## src/common/mem_pkg.sv

```systemverilog
`default_nettype none

package mem_pkg;

    // Datapath widths
    localparam int DATA_W = 32;
    localparam int ADDR_W = 32;

    // RAM geometry, index wraps modulo the depth
    localparam int MEM_DEPTH_WORDS = 1024;
    localparam int WORD_IDX_W      = $clog2(MEM_DEPTH_WORDS);

    // Cycles from read enable to valid read data
    localparam int MEM_READ_LATENCY = 2;
    localparam int LAT_CNT_W        = $clog2(MEM_READ_LATENCY + 1);

    // RV32 func3 codes for loads and stores
    localparam logic [2:0] F3_B  = 3'd0;
    localparam logic [2:0] F3_H  = 3'd1;
    localparam logic [2:0] F3_W  = 3'd2;
    localparam logic [2:0] F3_BU = 3'd4;
    localparam logic [2:0] F3_HU = 3'd5;

    typedef enum logic [3:0] {
        OP_LB,
        OP_LH,
        OP_LW,
        OP_LBU,
        OP_LHU,
        OP_SB,
        OP_SH,
        OP_SW,
        OP_NOP
    } mem_op_t;

    typedef struct packed {
        logic              is_store;
        logic [2:0]        func3;
        logic [ADDR_W-1:0] addr;
        logic [DATA_W-1:0] wdata;
    } mem_req_t;

endpackage : mem_pkg

`default_nettype wire

```

## src/mem_controller/lane_align.sv

```systemverilog
`timescale 1ns/1ps
`default_nettype none

module lane_align (
    input  wire mem_pkg::mem_op_t               op,
    input  wire logic [1:0]                     offset,
    input  wire logic [mem_pkg::DATA_W-1:0]     word,
    input  wire logic [mem_pkg::DATA_W-1:0]     store_data,
    output logic [mem_pkg::DATA_W-1:0]          load_word,
    output logic [mem_pkg::DATA_W-1:0]          merged_word
);
    import mem_pkg::*;

    logic [7:0]  sel_byte;
    logic [15:0] sel_half;
    logic [4:0]  byte_lsb;
    logic [4:0]  half_lsb;

    // Bit positions of the addressed lanes
    assign byte_lsb = {offset, 3'b000};
    assign half_lsb = {offset[1], 4'b0000};

    assign sel_byte = word[byte_lsb +: 8];
    assign sel_half = word[half_lsb +: 16];

    // Load extraction with sign or zero fill
    always_comb begin
        case (op)
            OP_LB:   load_word = {{(DATA_W-8){sel_byte[7]}}, sel_byte};
            OP_LBU:  load_word = {{(DATA_W-8){1'b0}}, sel_byte};
            OP_LH:   load_word = {{(DATA_W-16){sel_half[15]}}, sel_half};
            OP_LHU:  load_word = {{(DATA_W-16){1'b0}}, sel_half};
            OP_LW:   load_word = word;
            default: load_word = '0;
        endcase
    end

    // Store merge keeps the untouched lanes of the old word
    always_comb begin
        merged_word = word;
        case (op)
            OP_SB:   merged_word[byte_lsb +: 8]  = store_data[7:0];
            OP_SH:   merged_word[half_lsb +: 16] = store_data[15:0];
            default: merged_word = word;
        endcase
    end

endmodule : lane_align

`default_nettype wire

```

## config.mk

```make
export PLATFORM = sky130hd
export DESIGN_NAME = lane_align
export DESIGN_NICKNAME = d
export VERILOG_FILES = /design/src/common/mem_pkg.sv /design/src/mem_controller/lane_align.sv
export SDC_FILE = /design/constraint.sdc
export NUM_CORES = 1
export LEC_CHECK = 0
export ABC_AREA = 1
export ABC_CLOCK_PERIOD_IN_PS = 3500
export BUFFER_PORTS_ARGS = -buffer_cell sky130_fd_sc_hd__buf_4
export CAP_MARGIN = 20
export CORE_MARGIN = 2
export CORE_UTILIZATION = 50
export DETAILED_ROUTE_END_ITERATION = 16
export PLACE_DENSITY = 0.89
export SLEW_MARGIN = 25
export SYNTH_ARGS = -nofsm -noshare
export SYNTH_HDL_FRONTEND = slang
export SYNTH_SLANG_ARGS = --single-unit
```

## constraint.sdc

```tcl
create_clock -name vclk -period 3.5
set_input_delay 0 -clock vclk [all_inputs]
set_output_delay 0 -clock vclk [all_outputs]
set_load 0.1 [all_outputs]
```

==> impl_metrics.yaml <==
synth:
  synth_cells: 529
  yosys-top-cells-area: "nand2_1 34%, nand3_1 16%, nor2_1 13%, o211ai_1 10%, inv_1 5.3%"
  yosysUniqueCellTypes: 18
  avgSynthCellArea_um2: 4.53
  yosysTopAreaCell: "nand2_1"
  synth_top_area_share_pct: 34.2
  synthesis.area_um2: 2390
  ys_seq_area_share_pct: 0
  synth.yosys.warnings: 0
  synthesis.nets: 604
placed_design:
  portBuffers: 118
  gp_congestion: 1.02
  dp.final_hpwl_um: 7450
  placed_area_um2: 3200
power:
  power_frac_seq_pct: 0
  p_sw_w: 0.000619
  power_w: 0.000794
  p_per_area_nw_per_um2: 248
  power.switching_fraction_pct: 77.9
  peakVddDrop_mv: 0.155
  clkPwrFrac_pct: 0
  p_int_w: 0.000175
  combPwrFrac_pct: 100.0
  p_leak_nw: 1.83
global_route:
  grt_max_degree: 58
  grt_pass1_wl_um: 15400
  grt_usage_pct: 35.5
  gr-total-overflow: 0
  grt_pass1_vias: 3314
  antenna_found_initial: 0
finish:
  layout-drive-gt1-share_pct: 21.8
  register_area_um2: 0
  nNetsFinal: 695
  nClkBuffers: 0
  nFlopsAndLatches: 0
  n_antenna_cell: 0
  final_area_um2: 3200
  area_growth_syn_to_layout_pct: 33.6
clock_tree:
  cts_resized: 0
  cts_setup_buffers: 0
  cts_hold_buffers: 0
setup_path:
  critPathLaunchType: "input pin"
  slowest_stage: "ha_1"
  crit_path_max_incr_delay_ps: 590
  critical_path_class: "input pin to primary output"
  cp_cell_sequence: "buf_4 > inv_1 > ha_1 > clkinv_1 > nand2_1 > o21ai_0 > nand3_1 > nand3_1 > buf_4"
  cp-end-kind: "primary output"
  crit_fanout: 15
  crit_arrival_ps: 2170
  required_ps: 3500
sta:
  slew_headroom_pct: 45.0
  max_freq_mhz: 460
  rsz0062_at_grt: "false"
  fin_tns_setup_ps: 0
  tightest_slew_ps: 823
  holdWs_ps: 480
  post-route-period-util_pct: 62.1
  setup_viol: 0
  finalHoldViolations: 0
  slew_violations: 0
  period_needed_ps: 2170
die:
  initial_core_util_pct: 51.4
  die_h_um: 73.2
  ios: 134
  design.die.area_um2: 5360
  rows: 25
  die_w_um: 73.2
  coreArea_um2: 4660
detailed_routing:
  drtPass1Iterations: 5
  antenna_left: 0
  drc: 0
  post_drt_via_cell_ratio: 5.73
  wl_per_cell_um: 14.6
  drt-initial-drc-count: 334
  vias: 3852
  routed_wl_um: 9790
job:
  maxCapViolations: 0
outcome:
  status: "finished clean"
hold_path:
  hp-class: "input pin to primary output"
[cell usage in the layout (no fill, tap or decap)]
| master | count |
|---|---|
| and2_1 | 7 |
| buf_4 | 121 |
| clkinv_1 | 1 |
| ha_1 | 5 |
| inv_1 | 34 |
| inv_2 | 5 |
| nand2_1 | 218 |
| nand2_2 | 3 |
| nand3_1 | 76 |
| nand3_2 | 1 |
| nand4_1 | 2 |
| nor2_1 | 85 |
| nor2_4 | 4 |
| o211ai_1 | 32 |
| o21ai_0 | 23 |
| o21ai_2 | 1 |
[area by class of cell]
type / count / area (um^2)
multi-input cells: 457 / 2070
fillers: 472 / 1460
repair buffers: 121 / 908
inverters: 40 / 150
well taps: 54 / 67.6
[cells by family after synthesis]
| group | after synthesis | synth area share, % |
|---|---|---|
| AND/OR/NAND/NOR | 396 | 68.8 |
| adder cells (fa/ha/maj) | 5 | 2.61 |
| buffers and inverters | 72 | 13.4 |
| AO/OA/AOI/OAI | 56 | 15.2 |
[synth_stat cells]
cell type and count:
nand2_1 218, nor2_1 85, nand3_1 76, inv_1 34, o211ai_1 32, o21ai_0 23
buf_2 16, buf_4 8, clkbuf_1 8, and2_1 7, ha_1 5, inv_2 5
nor2_4 4, nand2_2 3, nand4_1 2, clkinv_1 1, nand3_2 1, o21ai_2 1
[critical path: cells and delay by family]
family                   cells  cell delay, ps
buffers and inverters        4             970
AND/OR/NAND/NOR              3             480
AO/OA/AOI/OAI                1             110
adder cells (fa/ha/maj)      1             590
[routing by layer]
layer	vias up	share of wire (%)	GRT usage, %
met4	0	3.7	11.7
met3	33	8.5	1.66
met2	234	48	63.1
met5	-	0	0
met1	1708	40	45.5
li1	1877	-	-
[through the flow]
step | setup slack, ps | utilization (%) | instances
floorplan | 1460 | - | 529
global placement | 1450 | 68.7 | 672
detailed placement | 1440 | 68.7 | 672
CTS | 1420 | 68.7 | 672
global route | 1170 | 68.7 | 672
finish | 1330 | 68.7 | 672
[worst paths after layout]
check / from / endpoint / cells after the start
setup / recovery: offset[0] / merged_word[5] / 9
hold / removal: word[1] / merged_word[1] / 4
[power by group through the flow]
stage,Clock (W),Sequential [W],Combinational (W)
global route,0,0,0.000831
CTS,0,0,0.000787
detailed placement,0,0,0.000786
floorplan,0,0,0.000592
finish,0,0,0.000794
global placement,0,0,0.000780
Power figures use the tool's default switching activity.
