$ cat src/common/mem_pkg.sv
`default_nettype none

package mem_pkg;

    // Datapath widths
    localparam int DATA_W = 32;
    localparam int ADDR_W = 32;

    // RAM geometry, index wraps modulo the depth
    localparam int MEM_DEPTH_WORDS = 1024;
    localparam int WORD_IDX_W      = $clog2(MEM_DEPTH_WORDS);

    // Cycles from read enable to valid read data
    localparam int MEM_READ_LATENCY = 2;
    localparam int LAT_CNT_W        = $clog2(MEM_READ_LATENCY + 1);

    // RV32 func3 codes for loads and stores
    localparam logic [2:0] F3_B  = 3'd0;
    localparam logic [2:0] F3_H  = 3'd1;
    localparam logic [2:0] F3_W  = 3'd2;
    localparam logic [2:0] F3_BU = 3'd4;
    localparam logic [2:0] F3_HU = 3'd5;

    typedef enum logic [3:0] {
        OP_LB,
        OP_LH,
        OP_LW,
        OP_LBU,
        OP_LHU,
        OP_SB,
        OP_SH,
        OP_SW,
        OP_NOP
    } mem_op_t;

    typedef struct packed {
        logic              is_store;
        logic [2:0]        func3;
        logic [ADDR_W-1:0] addr;
        logic [DATA_W-1:0] wdata;
    } mem_req_t;

endpackage : mem_pkg

`default_nettype wire

$ cat src/mem_controller/mem_controller.sv
`timescale 1ns/1ps
`default_nettype none

module mem_controller (
    input  wire logic                             clk,
    input  wire logic                             rstN,
    input  wire logic                             req,
    input  wire mem_pkg::mem_req_t                req_data,
    output logic                                  ack,
    output logic [mem_pkg::DATA_W-1:0]            rdata,
    output mem_pkg::mem_op_t                      op,
    output logic [1:0]                            offset,
    output logic [mem_pkg::DATA_W-1:0]            store_data,
    input  wire logic [mem_pkg::DATA_W-1:0]       load_word,
    input  wire logic [mem_pkg::DATA_W-1:0]       merged_word,
    output logic                                  ram_rd,
    output logic                                  ram_wr,
    output logic [mem_pkg::WORD_IDX_W-1:0]        ram_idx,
    output logic [mem_pkg::DATA_W-1:0]            ram_wdata,
    input  wire logic [mem_pkg::DATA_W-1:0]       ram_rdata
);
    import mem_pkg::*;

    typedef enum logic [2:0] {
        IDLE,
        READ_WAIT,
        WRITE,
        RESPOND,
        RELEASE
    } state_t;

    state_t                state;
    logic [LAT_CNT_W-1:0]  wait_cnt;
    logic                  read_done;
    logic [DATA_W-1:0]     merge_q;
    mem_op_t               req_op;

    // Map the raw func3 onto an access kind, illegal codes become NOP
    function automatic mem_op_t decode_op(input logic is_store, input logic [2:0] f3);
        mem_op_t kind;
        kind = OP_NOP;
        if (is_store) begin
            case (f3)
                F3_B:    kind = OP_SB;
                F3_H:    kind = OP_SH;
                F3_W:    kind = OP_SW;
                default: kind = OP_NOP;
            endcase
        end else begin
            case (f3)
                F3_B:    kind = OP_LB;
                F3_H:    kind = OP_LH;
                F3_W:    kind = OP_LW;
                F3_BU:   kind = OP_LBU;
                F3_HU:   kind = OP_LHU;
                default: kind = OP_NOP;
            endcase
        end
        return kind;
    endfunction

    assign req_op    = decode_op(req_data.is_store, req_data.func3);
    assign read_done = (state == READ_WAIT) && (wait_cnt == LAT_CNT_W'(MEM_READ_LATENCY));

    // Read strobe only in the first wait cycle
    assign ram_rd    = (state == READ_WAIT) && (wait_cnt == '0);
    assign ram_wr    = (state == WRITE);
    assign ram_wdata = (op == OP_SW) ? store_data : merge_q;

    always_ff @(posedge clk) begin
        if (!rstN) begin
            state    <= IDLE;
            wait_cnt <= '0;
            ack      <= 1'b0;
            rdata    <= '0;
        end else begin
            case (state)
                IDLE: begin
                    if (req) begin
                        rdata    <= '0;
                        wait_cnt <= '0;
                        case (req_op)
                            OP_NOP:  state <= RESPOND;
                            OP_SW:   state <= WRITE;
                            default: state <= READ_WAIT;
                        endcase
                    end
                end
                READ_WAIT: begin
                    if (read_done) begin
                        // Partial stores go on to the merged write
                        if (op == OP_SB || op == OP_SH) begin
                            state <= WRITE;
                        end else begin
                            rdata <= load_word;
                            state <= RESPOND;
                        end
                    end else begin
                        wait_cnt <= wait_cnt + 1'b1;
                    end
                end
                WRITE: begin
                    state <= RESPOND;
                end
                RESPOND: begin
                    ack   <= 1'b1;
                    state <= RELEASE;
                end
                RELEASE: begin
                    // Hold ack until the requester lets go
                    if (!req) begin
                        ack   <= 1'b0;
                        state <= IDLE;
                    end
                end
                default: state <= IDLE;
            endcase
        end
    end

    // Request payload, captured once per transaction
    always_ff @(posedge clk) begin
        if (state == IDLE && req) begin
            op         <= req_op;
            ram_idx    <= req_data.addr[WORD_IDX_W+1:2];
            offset     <= req_data.addr[1:0];
            store_data <= req_data.wdata;
        end
        if (read_done) begin
            merge_q <= merged_word;
        end
    end

endmodule : mem_controller

`default_nettype wire

$ cat config.mk
export PLATFORM = sky130hd
export DESIGN_NAME = mem_controller
export DESIGN_NICKNAME = d
export VERILOG_FILES = /design/src/common/mem_pkg.sv /design/src/mem_controller/mem_controller.sv
export SDC_FILE = /design/constraint.sdc
export NUM_CORES = 1
export LEC_CHECK = 0
export ABC_AREA = 0
export BUFFER_PORTS_ARGS = -buffer_cell sky130_fd_sc_hd__buf_2
export CORE_AREA = 2 2 111 113
export DETAILED_ROUTE_END_ITERATION = 7
export DIE_AREA = 0 0 113 115
export PLACE_DENSITY = 0.72
export SYNTH_ARGS = -nofsm -noshare
export SYNTH_HDL_FRONTEND = slang
export SYNTH_SLANG_ARGS = --single-unit
$ cat constraint.sdc
create_clock -name clk -period 3.41 [get_ports clk]
set_input_delay 0.1705 -clock clk [delete_from_list [all_inputs] [get_ports clk]]
set_output_delay 0.1705 -clock clk [all_outputs]
set_load 0.005 [all_outputs]
==> flow_metrics.py, run 1 <==
metrics = {
    "run_status": {
        "status": "complete, but fails checks",
        "violations": "DRC",
    },
    "drt": {
        "drtIter0Drc": 300,
        "viasPerCell": 4.86,
        "ant_nets": 0,
        "dr.pass1.iters": 7,
        "wl_per_cell_um": 17.4,
        "drc_errors": 20,
        "drt_wl_total_mm": 13.3,
        "num_vias": 3711,
    },
    "floorplan": {
        "die_y_um": 115,
        "ioPinCount": 282,
        "dieArea_sq_um": 13000,
        "core-area_sq_um": 11800,
        "start_util_pct": 36.8,
        "rows": 40,
        "die_x_um": 113,
    },
    "timing": {
        "setup_viol": 0,
        "timing.fmax_ghz": 0.443,
        "final_max_slew_viol_count": 0,
        "fin_crit_ns": 2.26,
        "setup_slack_ns": 1.15,
        "tns_ns": 0,
        "hold_violations": 0,
        "skew_ns": 0.0148,
        "rsz0062_at_grt": "false",
        "min_period_over_period_pct": 66.2,
        "hold_ws_ns": 0.140,
        "worst_slew_pin_slew_ns": 1.26,
        "slew_headroom_pct": 15.7,
    },
    "yosys": {
        "yosys_warnings": 0,
        "yosys_register_bits": 118,
        "synth-edff-count": 80,
        "netlist_instances": 260,
        "synth_area_leader_cell": "edfxtp_1",
        "synth_most_common_cell": "edfxtp_1",
        "async_reset_ff_share_pct": 0,
        "syn_area_sq_um": 4350,
        "ys.flop_type": "edfxtp_1",
        "netlist_top_cells_area": "edfxtp_1 55%, dfxtp_1 17%, mux2_2 8.5%",
        "syn_nets": 429,
        "netlist.area_leader.share_pct": 55.3,
        "ys_types": 40,
        "syn_area_per_cell_sq_um": 16.7,
        "synth_commonest_cells": "80 x edfxtp_1, 38 x dfxtp_1, 33 x mux2_2",
        "ys_seq_area_share_pct": 72.7,
    },
    "critical_path": {
        "path_cells": "nor2b_1, o311ai_4, a32o_1",
        "cpPeakStageDelay_ns": 1.07,
        "crit_path_end_kind": "flip-flop",
        "cp.arrival_ns": 2.60,
        "worstPathRequired_ns": 3.75,
        "critPathMaxFanout": 32,
        "critPathKind": "reg -> reg",
        "critPathLaunchType": "flip-flop",
        "crit_path_top_delay_cell": "o311ai_4",
    },
    "clock_tree": {
        "htree_levels": 4,
        "insertion_delay_ns": 0.41,
        "postCtsSetupBuffers": 0,
        "cts_resized": 0,
        "cts_made_buffers": 17,
        "clockRootBuffer": "clkbuf_16",
        "cts_tree": "built",
        "clkTransAtPathRegs_ns": 0.05,
        "cts_sinks": 118,
        "cts.path.max_buffers": 2,
        "postCtsHoldBufs": 108,
    },
    "global_routing": {
        "track_usage_pct": 20.2,
        "grt_overflow": 0,
        "grt_max_degree": 38,
        "antenna_found_initial": 0,
        "grt_pass1_vias": 3811,
        "grt_first_pass_wirelength_mm": 20.0,
    },
    "cells_and_area": {
        "n_fill_cell": 849,
        "layout-drive-gt1-share_pct": 48.0,
        "final_core_util_pct": 61.9,
        "nets": 773,
        "area_growth_syn_to_layout_pct": 68.1,
        "diodes": 0,
    },
    "power": {
        "leakagePower_nw": 3.14,
        "ir_drop_mv": 0.381,
        "power_density_nw_per_um2": 594,
    },
    "run": {
        "drv_cap": 0,
    },
    "place": {
        "dp_hpwl_mm": 7.75,
        "gp_congestion": 0.824,
        "dpl_worst_slack_ns": 1.16,
        "port_buffers": 229,
    },
    "min_path": {
        "hp-class": "in -> reg",
    },
}
## layout by cell type (no fill, tap or decap), types with 2 or more instances in the layout
cell type	n
o21ai_0	5
a21oi_1	3
edfxtp_1	80
dfxtp_1	38
xnor2_1	3
a32o_1	32
ha_1	2
clkbuf_1	6
dlygate4sd3_1	108
and2_1	3
clkbuf_8	6
nor2_1	7
buf_2	229
clkbuf_16	18
o32ai_1	2
nand2b_1	3
nor2b_1	4
nor4b_1	2
buf_4	4
inv_1	5
mux2_2	33
nand2_1	2
## registers in the layout, summed over array words and instances, names as in the netlist
name	cells
store_data	32
ram_idx	10
ack	1
op	4
merge_q	32
wait_cnt	2
offset	2
rdata	32
state	3
## worst max-delay path: cells and delay by family, from the launching register on
kind	cells	cell delay [ns]
DFF	1	0.60
and+or+nand+nor	1	0.18
AOI/OAI and AO/OA	2	1.39
## report_power, final
group / internal (W) / switching, W
sequential: 0.00175 / 0.000107
clock: 0.00116 / 0.000570
combinational: 0.000364 / 0.000393
total: 0.00327 / 0.00107
## area by class of cell
type                            count  area (sq um)  share of cell area (%)
Multi-Input combinational cell    121          1100                    15.0
Clock inverter                      2          33.8                   0.462
Sequential cell                   118          3160                    43.3
Inverter                            5          18.8                   0.257
Clock buffer                       30           556                    7.60
Timing Repair Buffer              341          2260                    30.9
Tap cell                          147           184                    2.52
## kinds of logic (layout without fill, tap and decap cells)
family,count (synthesis),after routing,share of synthesized area (%)
xor gates and xnor gates,3,3,0.604
and+or+nand+nor,31,31,4.35
AOI/OAI and AO/OA,52,52,10.9
DFF,118,118,72.7
buffers and inverters,21,378,2.27
adders and majority gates,2,2,0.575
muxes,33,33,8.55
## routing by layer
layer | GRT usage [%] | up-vias | share of wire (%)
met4 | 7.48 | 0 | 1.2
met1 | 22.5 | 1769 | 38
met2 | 35.5 | 207 | 51
met5 | 0 | - | 0
li1 | - | 1726 | -
met3 | 7.43 | 9 | 9.3
## through the flow
step	instance area, sq um	std cells	total power [W]
2_1_floorplan	4350	260	0.00218
3_3_place_gp	5640	624	0.00250
3_5_place_dp	5640	624	0.00253
4_1_cts	7310	764	0.00436
5_1_grt	7310	764	0.00453
6_report	7310	764	0.00434
## final timing paths
check / start / endpoint / slack, ns / depth (start not counted)
setup / recovery: state[0] / rdata[13] / 1.15 / 3
hold / removal: req_data[67] / state[0] / 0.14 / 3
setup reg to reg: state[0] / rdata[13] / 1.15 / 3
hold reg to reg: rdata[1] / rdata[1] / 0.49 / 1
Note: power is estimated with default switching activity, not from simulation.
==> run 2, diff against run 1 <==
--- a/config.mk
+++ b/config.mk
@@ -7,10 +7,9 @@
 export LEC_CHECK = 0
 export ABC_AREA = 0
 export BUFFER_PORTS_ARGS = -buffer_cell sky130_fd_sc_hd__buf_2
-export CORE_AREA = 2 2 111 113
+export CORE_UTILIZATION = 38
 export DETAILED_ROUTE_END_ITERATION = 7
-export DIE_AREA = 0 0 113 115
-export PLACE_DENSITY = 0.72
+export PLACE_DENSITY = 0.76
 export SYNTH_ARGS = -nofsm -noshare
 export SYNTH_HDL_FRONTEND = slang
 export SYNTH_SLANG_ARGS = --single-unit
==> constraint.sdc (replaced) <==
create_clock -name clk -period 1.9 [get_ports clk]
set_input_delay 0.095 -clock clk [delete_from_list [all_inputs] [get_ports clk]]
set_output_delay 0.095 -clock clk [all_outputs]
set_load 0.005 [all_outputs]
==> run 2 against run 1 <==
Die area fell by 8.6%. Largest cell class unchanged. Combinational power rose by 96%. The run now ends clean. Total power rose by 78%. Hold slack got worse by 0.075 ns. Critical path type is now reg -> out. Largest power group unchanged. Sequential share of layout area fell by 0.27 points. Sequential cell count did not move. Register-to-register slack got worse by 0.99 ns. Via count rose by 1.9%. Non-clock buffer count rose by 6. Sequential power rose by 78%. Routed wire length rose by 3.7%.
==> flow_metrics.py, run 2 (synthesis results as in run 1) <==
metrics = {
    "drt": {
        "ant_nets": 0,
        "dr.pass1.iters": 7,
        "drt_wl_total_mm": 13.8,
        "num_vias": 3783,
        "viasPerCell": 4.96,
        "drc_errors": 0,
        "wl_per_cell_um": 18.0,
        "drtIter0Drc": 289,
    },
    "floorplan": {
        "die_y_um": 109,
        "rows": 38,
        "dieArea_sq_um": 11900,
        "start_util_pct": 39.6,
        "die_x_um": 109,
        "core-area_sq_um": 11000,
        "ioPinCount": 282,
    },
    "critical_path": {
        "crit_path_top_delay_cell": "edfxtp_1",
        "r2r_end": "rdata[3]",
        "cp.arrival_ns": 1.74,
        "path_cells": "nand4b_1, buf_12, mux2_2, buf_2",
        "r2r-start": "wait_cnt[0]",
        "cp_top_family": "flip-flops",
        "ff2ff_path_depth": 6,
        "crit_path_end_kind": "output pin",
        "critPathMaxFanout": 32,
        "critPathLaunchType": "flip-flop",
        "crit_buf_inv": 2,
        "r2r_setup_slack_ns": 0.16,
        "critPathKind": "reg -> out",
        "cpPeakStageDelay_ns": 0.43,
        "worstPathRequired_ns": 1.80,
    },
    "power": {
        "power.share.sequential_pct": 43.0,
        "clkPwrFrac_pct": 37.8,
        "pwr-share-comb_pct": 19.2,
        "p_int_w": 0.00566,
        "power_density_nw_per_um2": 1050,
        "switching_share_pct": 26.7,
        "ir_drop_mv": 0.591,
        "leakagePower_nw": 3.15,
        "switching_power_w": 0.00206,
    },
    "clock_tree": {
        "cts_sinks": 118,
        "cts_made_buffers": 17,
        "cts.path.max_buffers": 2,
        "clockRootBuffer": "clkbuf_16",
        "insertion_delay_ns": 0.40,
        "postCtsSetupBuffers": 0,
        "clkTransAtPathRegs_ns": 0.05,
        "htree_levels": 4,
        "cts_resized": 0,
        "cts_tree": "built",
    },
    "timing": {
        "worst_slew_pin_slew_ns": 0.377,
        "min_period_over_period_pct": 96.7,
        "tns_ns": 0,
        "skew_ns": 0.00698,
        "hold_violations": 0,
        "slew_headroom_pct": 74.8,
        "final_max_slew_viol_count": 0,
        "fin_crit_ns": 1.84,
        "setup_viol": 0,
        "timing.fmax_ghz": 0.544,
        "rsz0062_at_grt": "false",
    },
    "global_routing": {
        "grt_max_degree": 33,
        "antenna_found_initial": 0,
        "grt_first_pass_wirelength_mm": 20.0,
        "track_usage_pct": 22.8,
        "grt_pass1_vias": 3797,
        "grt_overflow": 0,
    },
    "cells_and_area": {
        "diodes": 0,
        "top_regs": "merge_q (32), rdata (32), store_data (32)",
        "final_cell_mix": "229 x buf_2, 109 x dlygate4sd3_1, 80 x edfxtp_1",
        "layout-drive-gt1-share_pct": 49.0,
        "nets": 779,
        "instances_no_fill": 763,
        "layout_commonest_cell": "buf_2",
        "area_growth_syn_to_layout_pct": 69.2,
    },
    "place": {
        "gp_congestion": 0.797,
        "dp_hpwl_mm": 8.12,
        "dpl.cell_count": 622,
        "port_buffers": 229,
    },
    "min_path": {
        "whs_endpoint": "op[3]",
        "worstHoldPathCells": 3,
        "hp-class": "in -> reg",
        "hold_start": "req_data[67]",
    },
    "run": {
        "drv_cap": 0,
    },
    "run_status": {
        "status": "complete, no violations",
    },
}
## run 2: changes by cell type in the layout (fill, tap and decap cells not counted)
cell,previous run,this run
clkbuf_8,6,0
buf_12,0,4
clkbuf_1,6,2
clkinv_2,0,4
clkinvlp_4,0,4
clkinv_4,0,3
and4bb_2,1,0
and4bb_4,0,1
buf_4,4,5
clkbuf_16,18,17
dlygate4sd3_1,108,109
## run 2: how the worst max path moves through the flow
stage,start,endpoint,slack [ns],cells past startpoint
CTS,op[0],ram_wdata[9],0.04,4
finish,op[0],ram_wdata[27],0.06,4
floorplan,wait_cnt[0],rdata[0],0.05,6
global placement,state[1],store_data[19],0.28,3
global route,op[1],ram_wdata[26],0.0007,4
detailed placement,wait_cnt[0],rdata[28],0.23,6
## run 2: worst register-to-register path, stage by stage, from the launching register on
cell      delay, ns
dfxtp_1        0.33
inv_1          0.09
ha_1           0.28
and4bb_4       0.29
o211a_1        0.15
buf_4          0.31
a32o_1         0.23
## run 2: what timing repair did
| item | 4_1_cts | 5_1_grt |
|---|---|---|
| endpoints found under the hold margin | 109 | 0 |
| hold buffers | 109 | 0 |
| setup endpoints to repair | 0 | 4 |
## run 2: routing by layer
metal	vias up	GRT usage, %	routed length, um
met3	27	6.93	1230
met4	0	9.85	299
met2	218	39.4	6920
li1	1737	-	-
met5	-	0	0
met1	1801	26.1	5300
## run 2: power by group through the flow
stage	clock (W)	sequential [W]	combinational, W
finish	0.00291	0.00332	0.00148
global route	0.00308	0.00335	0.00161
CTS	0.00296	0.00331	0.00147
detailed placement	0	0.00336	0.00128
global placement	0	0.00333	0.00126
floorplan	0	0.00334	0.000574
## run 2: metrics by stage
step | instance area, sq um | utilization (%) | hold slack (ns) | setup WS [ns] | power (W)
after floorplan | 4350 | - | 0.194 | 0.0476 | 0.00391
after global placement | 5720 | 52.1 | 0.271 | 0.281 | 0.00458
after detailed placement | 5720 | 52.1 | 0.273 | 0.226 | 0.00464
after CTS | 7360 | 67.0 | 0.0365 | 0.0374 | 0.00773
after global routing | 7360 | 67.0 | 0.0654 | 0.000729 | 0.00805
final | 7360 | 67.0 | 0.0648 | 0.0623 | 0.00771
## run 2: cell type report
type	count	area [sq um]
clock buffer	19	433
fill	707	3630
tap	140	175
clock inverter	13	110
timing repair buffer	347	2350
multi-input combinational	121	1100
inverter	5	18.8
sequential	118	3160
==> run 3, diff against run 2 <==
--- a/config.mk
+++ b/config.mk
@@ -6,7 +6,7 @@
 export NUM_CORES = 1
 export LEC_CHECK = 0
 export ABC_AREA = 0
-export BUFFER_PORTS_ARGS = -buffer_cell sky130_fd_sc_hd__buf_2
+export BUFFER_PORTS_ARGS = -buffer_cell sky130_fd_sc_hd__buf_4
 export CORE_UTILIZATION = 38
 export DETAILED_ROUTE_END_ITERATION = 7
 export PLACE_DENSITY = 0.76
==> run 3 against run 2 <==
First-iteration DRC count fell by 31%. Hold slack lost 0.045 ns. Critical path depth increased by 1. Final cell count up 0.39%. Global-route usage rose by 1.8 points. Die area unchanged.
==> flow_metrics.py, run 3 (synthesis results as in run 1) <==
metrics = {
    "run": {
        "drv_cap": 0,
    },
    "global_routing": {
        "grt_overflow": 0,
        "antenna_found_initial": 0,
        "grt_pass1_vias": 3974,
        "grt_first_pass_wirelength_mm": 21.2,
        "track_usage_pct": 24.7,
        "grt_max_degree": 38,
    },
    "critical_path": {
        "critPathMaxFanout": 16,
        "cpPeakStageDelay_ns": 0.39,
        "cp.arrival_ns": 1.76,
        "r2r_setup_slack_ns": 0.12,
        "crit_path_top_delay_cell": "edfxtp_1",
        "critPathLaunchType": "flip-flop",
        "r2r-start": "wait_cnt[0]",
        "ff2ff_path_depth": 6,
        "critPathKind": "reg -> out",
        "crit_end": "ram_wdata[11]",
        "worstPathRequired_ns": 1.80,
        "crit_path_end_kind": "output pin",
        "path_cells": "nand4b_1, buf_6, clkbuf_16, mux2_2, buf_4",
        "r2r_end": "rdata[12]",
        "crit_start": "op[3]",
    },
    "place": {
        "port_buffers": 229,
        "gp_congestion": 0.777,
        "place_area_sq_um": 6280,
        "dp_hpwl_mm": 8.61,
    },
    "cells_and_area": {
        "diodes": 0,
        "layout-drive-gt1-share_pct": 49.4,
        "area_growth_syn_to_layout_pct": 84.8,
        "top_regs": "merge_q (32), rdata (32), store_data (32)",
        "final_cell_mix": "237 x buf_4, 108 x dlygate4sd3_1, 80 x edfxtp_1",
        "layout_commonest_cell": "buf_4",
        "seq_area_sq_um": 3160,
        "n_fill_cell": 641,
        "multiInputGateArea_sq_um": 1100,
        "finish.instance_area_sq_um": 8040,
        "nets": 782,
    },
    "drt": {
        "wl_per_cell_um": 19.5,
        "drt_wl_total_mm": 15.0,
        "num_vias": 3851,
        "dr.pass1.iters": 5,
        "ant_nets": 0,
        "drtIter0Drc": 199,
        "drc_errors": 0,
        "viasPerCell": 5.03,
    },
    "timing": {
        "setup_viol": 0,
        "skew_ns": 0.0121,
        "worst_slew_pin_slew_ns": 0.394,
        "rsz0062_at_grt": "true",
        "final_max_slew_viol_count": 0,
        "min_period_over_period_pct": 97.7,
        "slew_headroom_pct": 73.7,
        "hold_violations": 0,
        "fin_crit_ns": 1.86,
        "timing.fmax_ghz": 0.539,
    },
    "power": {
        "ir_drop_mv": 0.724,
        "leakagePower_nw": 3.39,
        "power_w": 0.00836,
        "power_density_nw_per_um2": 1040,
    },
    "clock_tree": {
        "cts.path.max_buffers": 2,
        "htree_levels": 4,
        "cts_tree": "built",
        "clockRootBuffer": "clkbuf_16",
        "clkTransAtPathRegs_ns": 0.05,
        "insertion_delay_ns": 0.41,
        "cts_sinks": 118,
        "cts_made_buffers": 17,
    },
    "floorplan": {
        "core-area_sq_um": 11000,
        "dieArea_sq_um": 11900,
        "rows": 38,
        "start_util_pct": 39.6,
        "die_y_um": 109,
        "ioPinCount": 282,
        "die_x_um": 109,
    },
    "min_path": {
        "hp-class": "in -> reg",
    },
    "run_status": {
        "status": "complete, no violations",
    },
}
-- run 3: changes by cell type in the layout (fill, tap and decap cells not counted), sizes merged --
cell | before | now
buf | 238 | 241
clkinvlp | 4 | 2
clkinv | 8 | 2
clkbuf | 19 | 28
dlygate4sd3 | 109 | 108
-- run 3: repair_timing --
item                                    in CTS  in global routing
resized for setup                            0                  1
setup buffers                                0                  3
endpoints found under the setup margin       0                 32
hold buffers                               108                  0
hold endpoints to repair                   108                  0
-- run 3: metrics by stage --
step / cells / hold slack [ns] / setup TNS [ns] / setup WS, ns / utilization (%)
final: 766 / 0.0194 / 0 / 0.0440 / 73.2
after global routing: 766 / 0.0336 / -0.500 / -0.0328 / 73.2
after CTS: 762 / 0.000708 / 0 / 0.0284 / 72.7
after detailed placement: 622 / 0.275 / 0 / 0.179 / 57.2
after global placement: 622 / 0.274 / 0 / 0.290 / 57.2
after floorplan: 260 / 0.194 / 0 / 0.0476 / -
-- run 3: layout make-up --
type,instances,area share [%]
Clock buffer,27,7.05
Clock inverter,5,0.685
Inverter,5,0.234
Multi-Input combinational cell,121,13.7
Sequential cell,118,39.4
Tap cell,140,2.18
Timing Repair Buffer,350,36.8
-- run 3: worst min path at each step --
stage	from	end	slack (ns)	cells after the start
after floorplan	merged_word[0]	merge_q[0]	0.19	0
after global placement	req_data[19]	store_data[19]	0.27	1
after detailed placement	req_data[5]	store_data[5]	0.27	1
after CTS	req_data[67]	op[3]	0.0007	3
after global routing	req_data[67]	op[3]	0.03	3
final	req_data[67]	op[3]	0.02	3
-- run 3: critical path, delay by kind of cell (launching register included) --
family | cells | cell delay [ns]
and+or+nand+nor | 1 | 0.21
buffers and inverters | 3 | 0.47
DFF | 1 | 0.39
muxes | 1 | 0.29
-- run 3: where the power goes --
| part | total [W] | leakage [nW] | internal (W) | switching, W |
|---|---|---|---|---|
| clock network | 0.00327 | 0.301 | 0.00217 | 0.00110 |
| logic | 0.00176 | 2.03 | 0.000984 | 0.000774 |
| registers | 0.00333 | 1.05 | 0.00313 | 0.000200 |
| total | 0.00836 | 3.39 | 0.00629 | 0.00208 |
-- run 3: metal layers --
| metal | part of all wire, % | vias to the layer above | global-route usage, % |
|---|---|---|---|
| li1 | - | 1745 | - |
| met1 | 36 | 1866 | 26.3 |
| met2 | 53 | 219 | 44.5 |
| met3 | 9.0 | 21 | 7.71 |
| met4 | 1.9 | 0 | 10.7 |
| met5 | 0 | - | 0 |
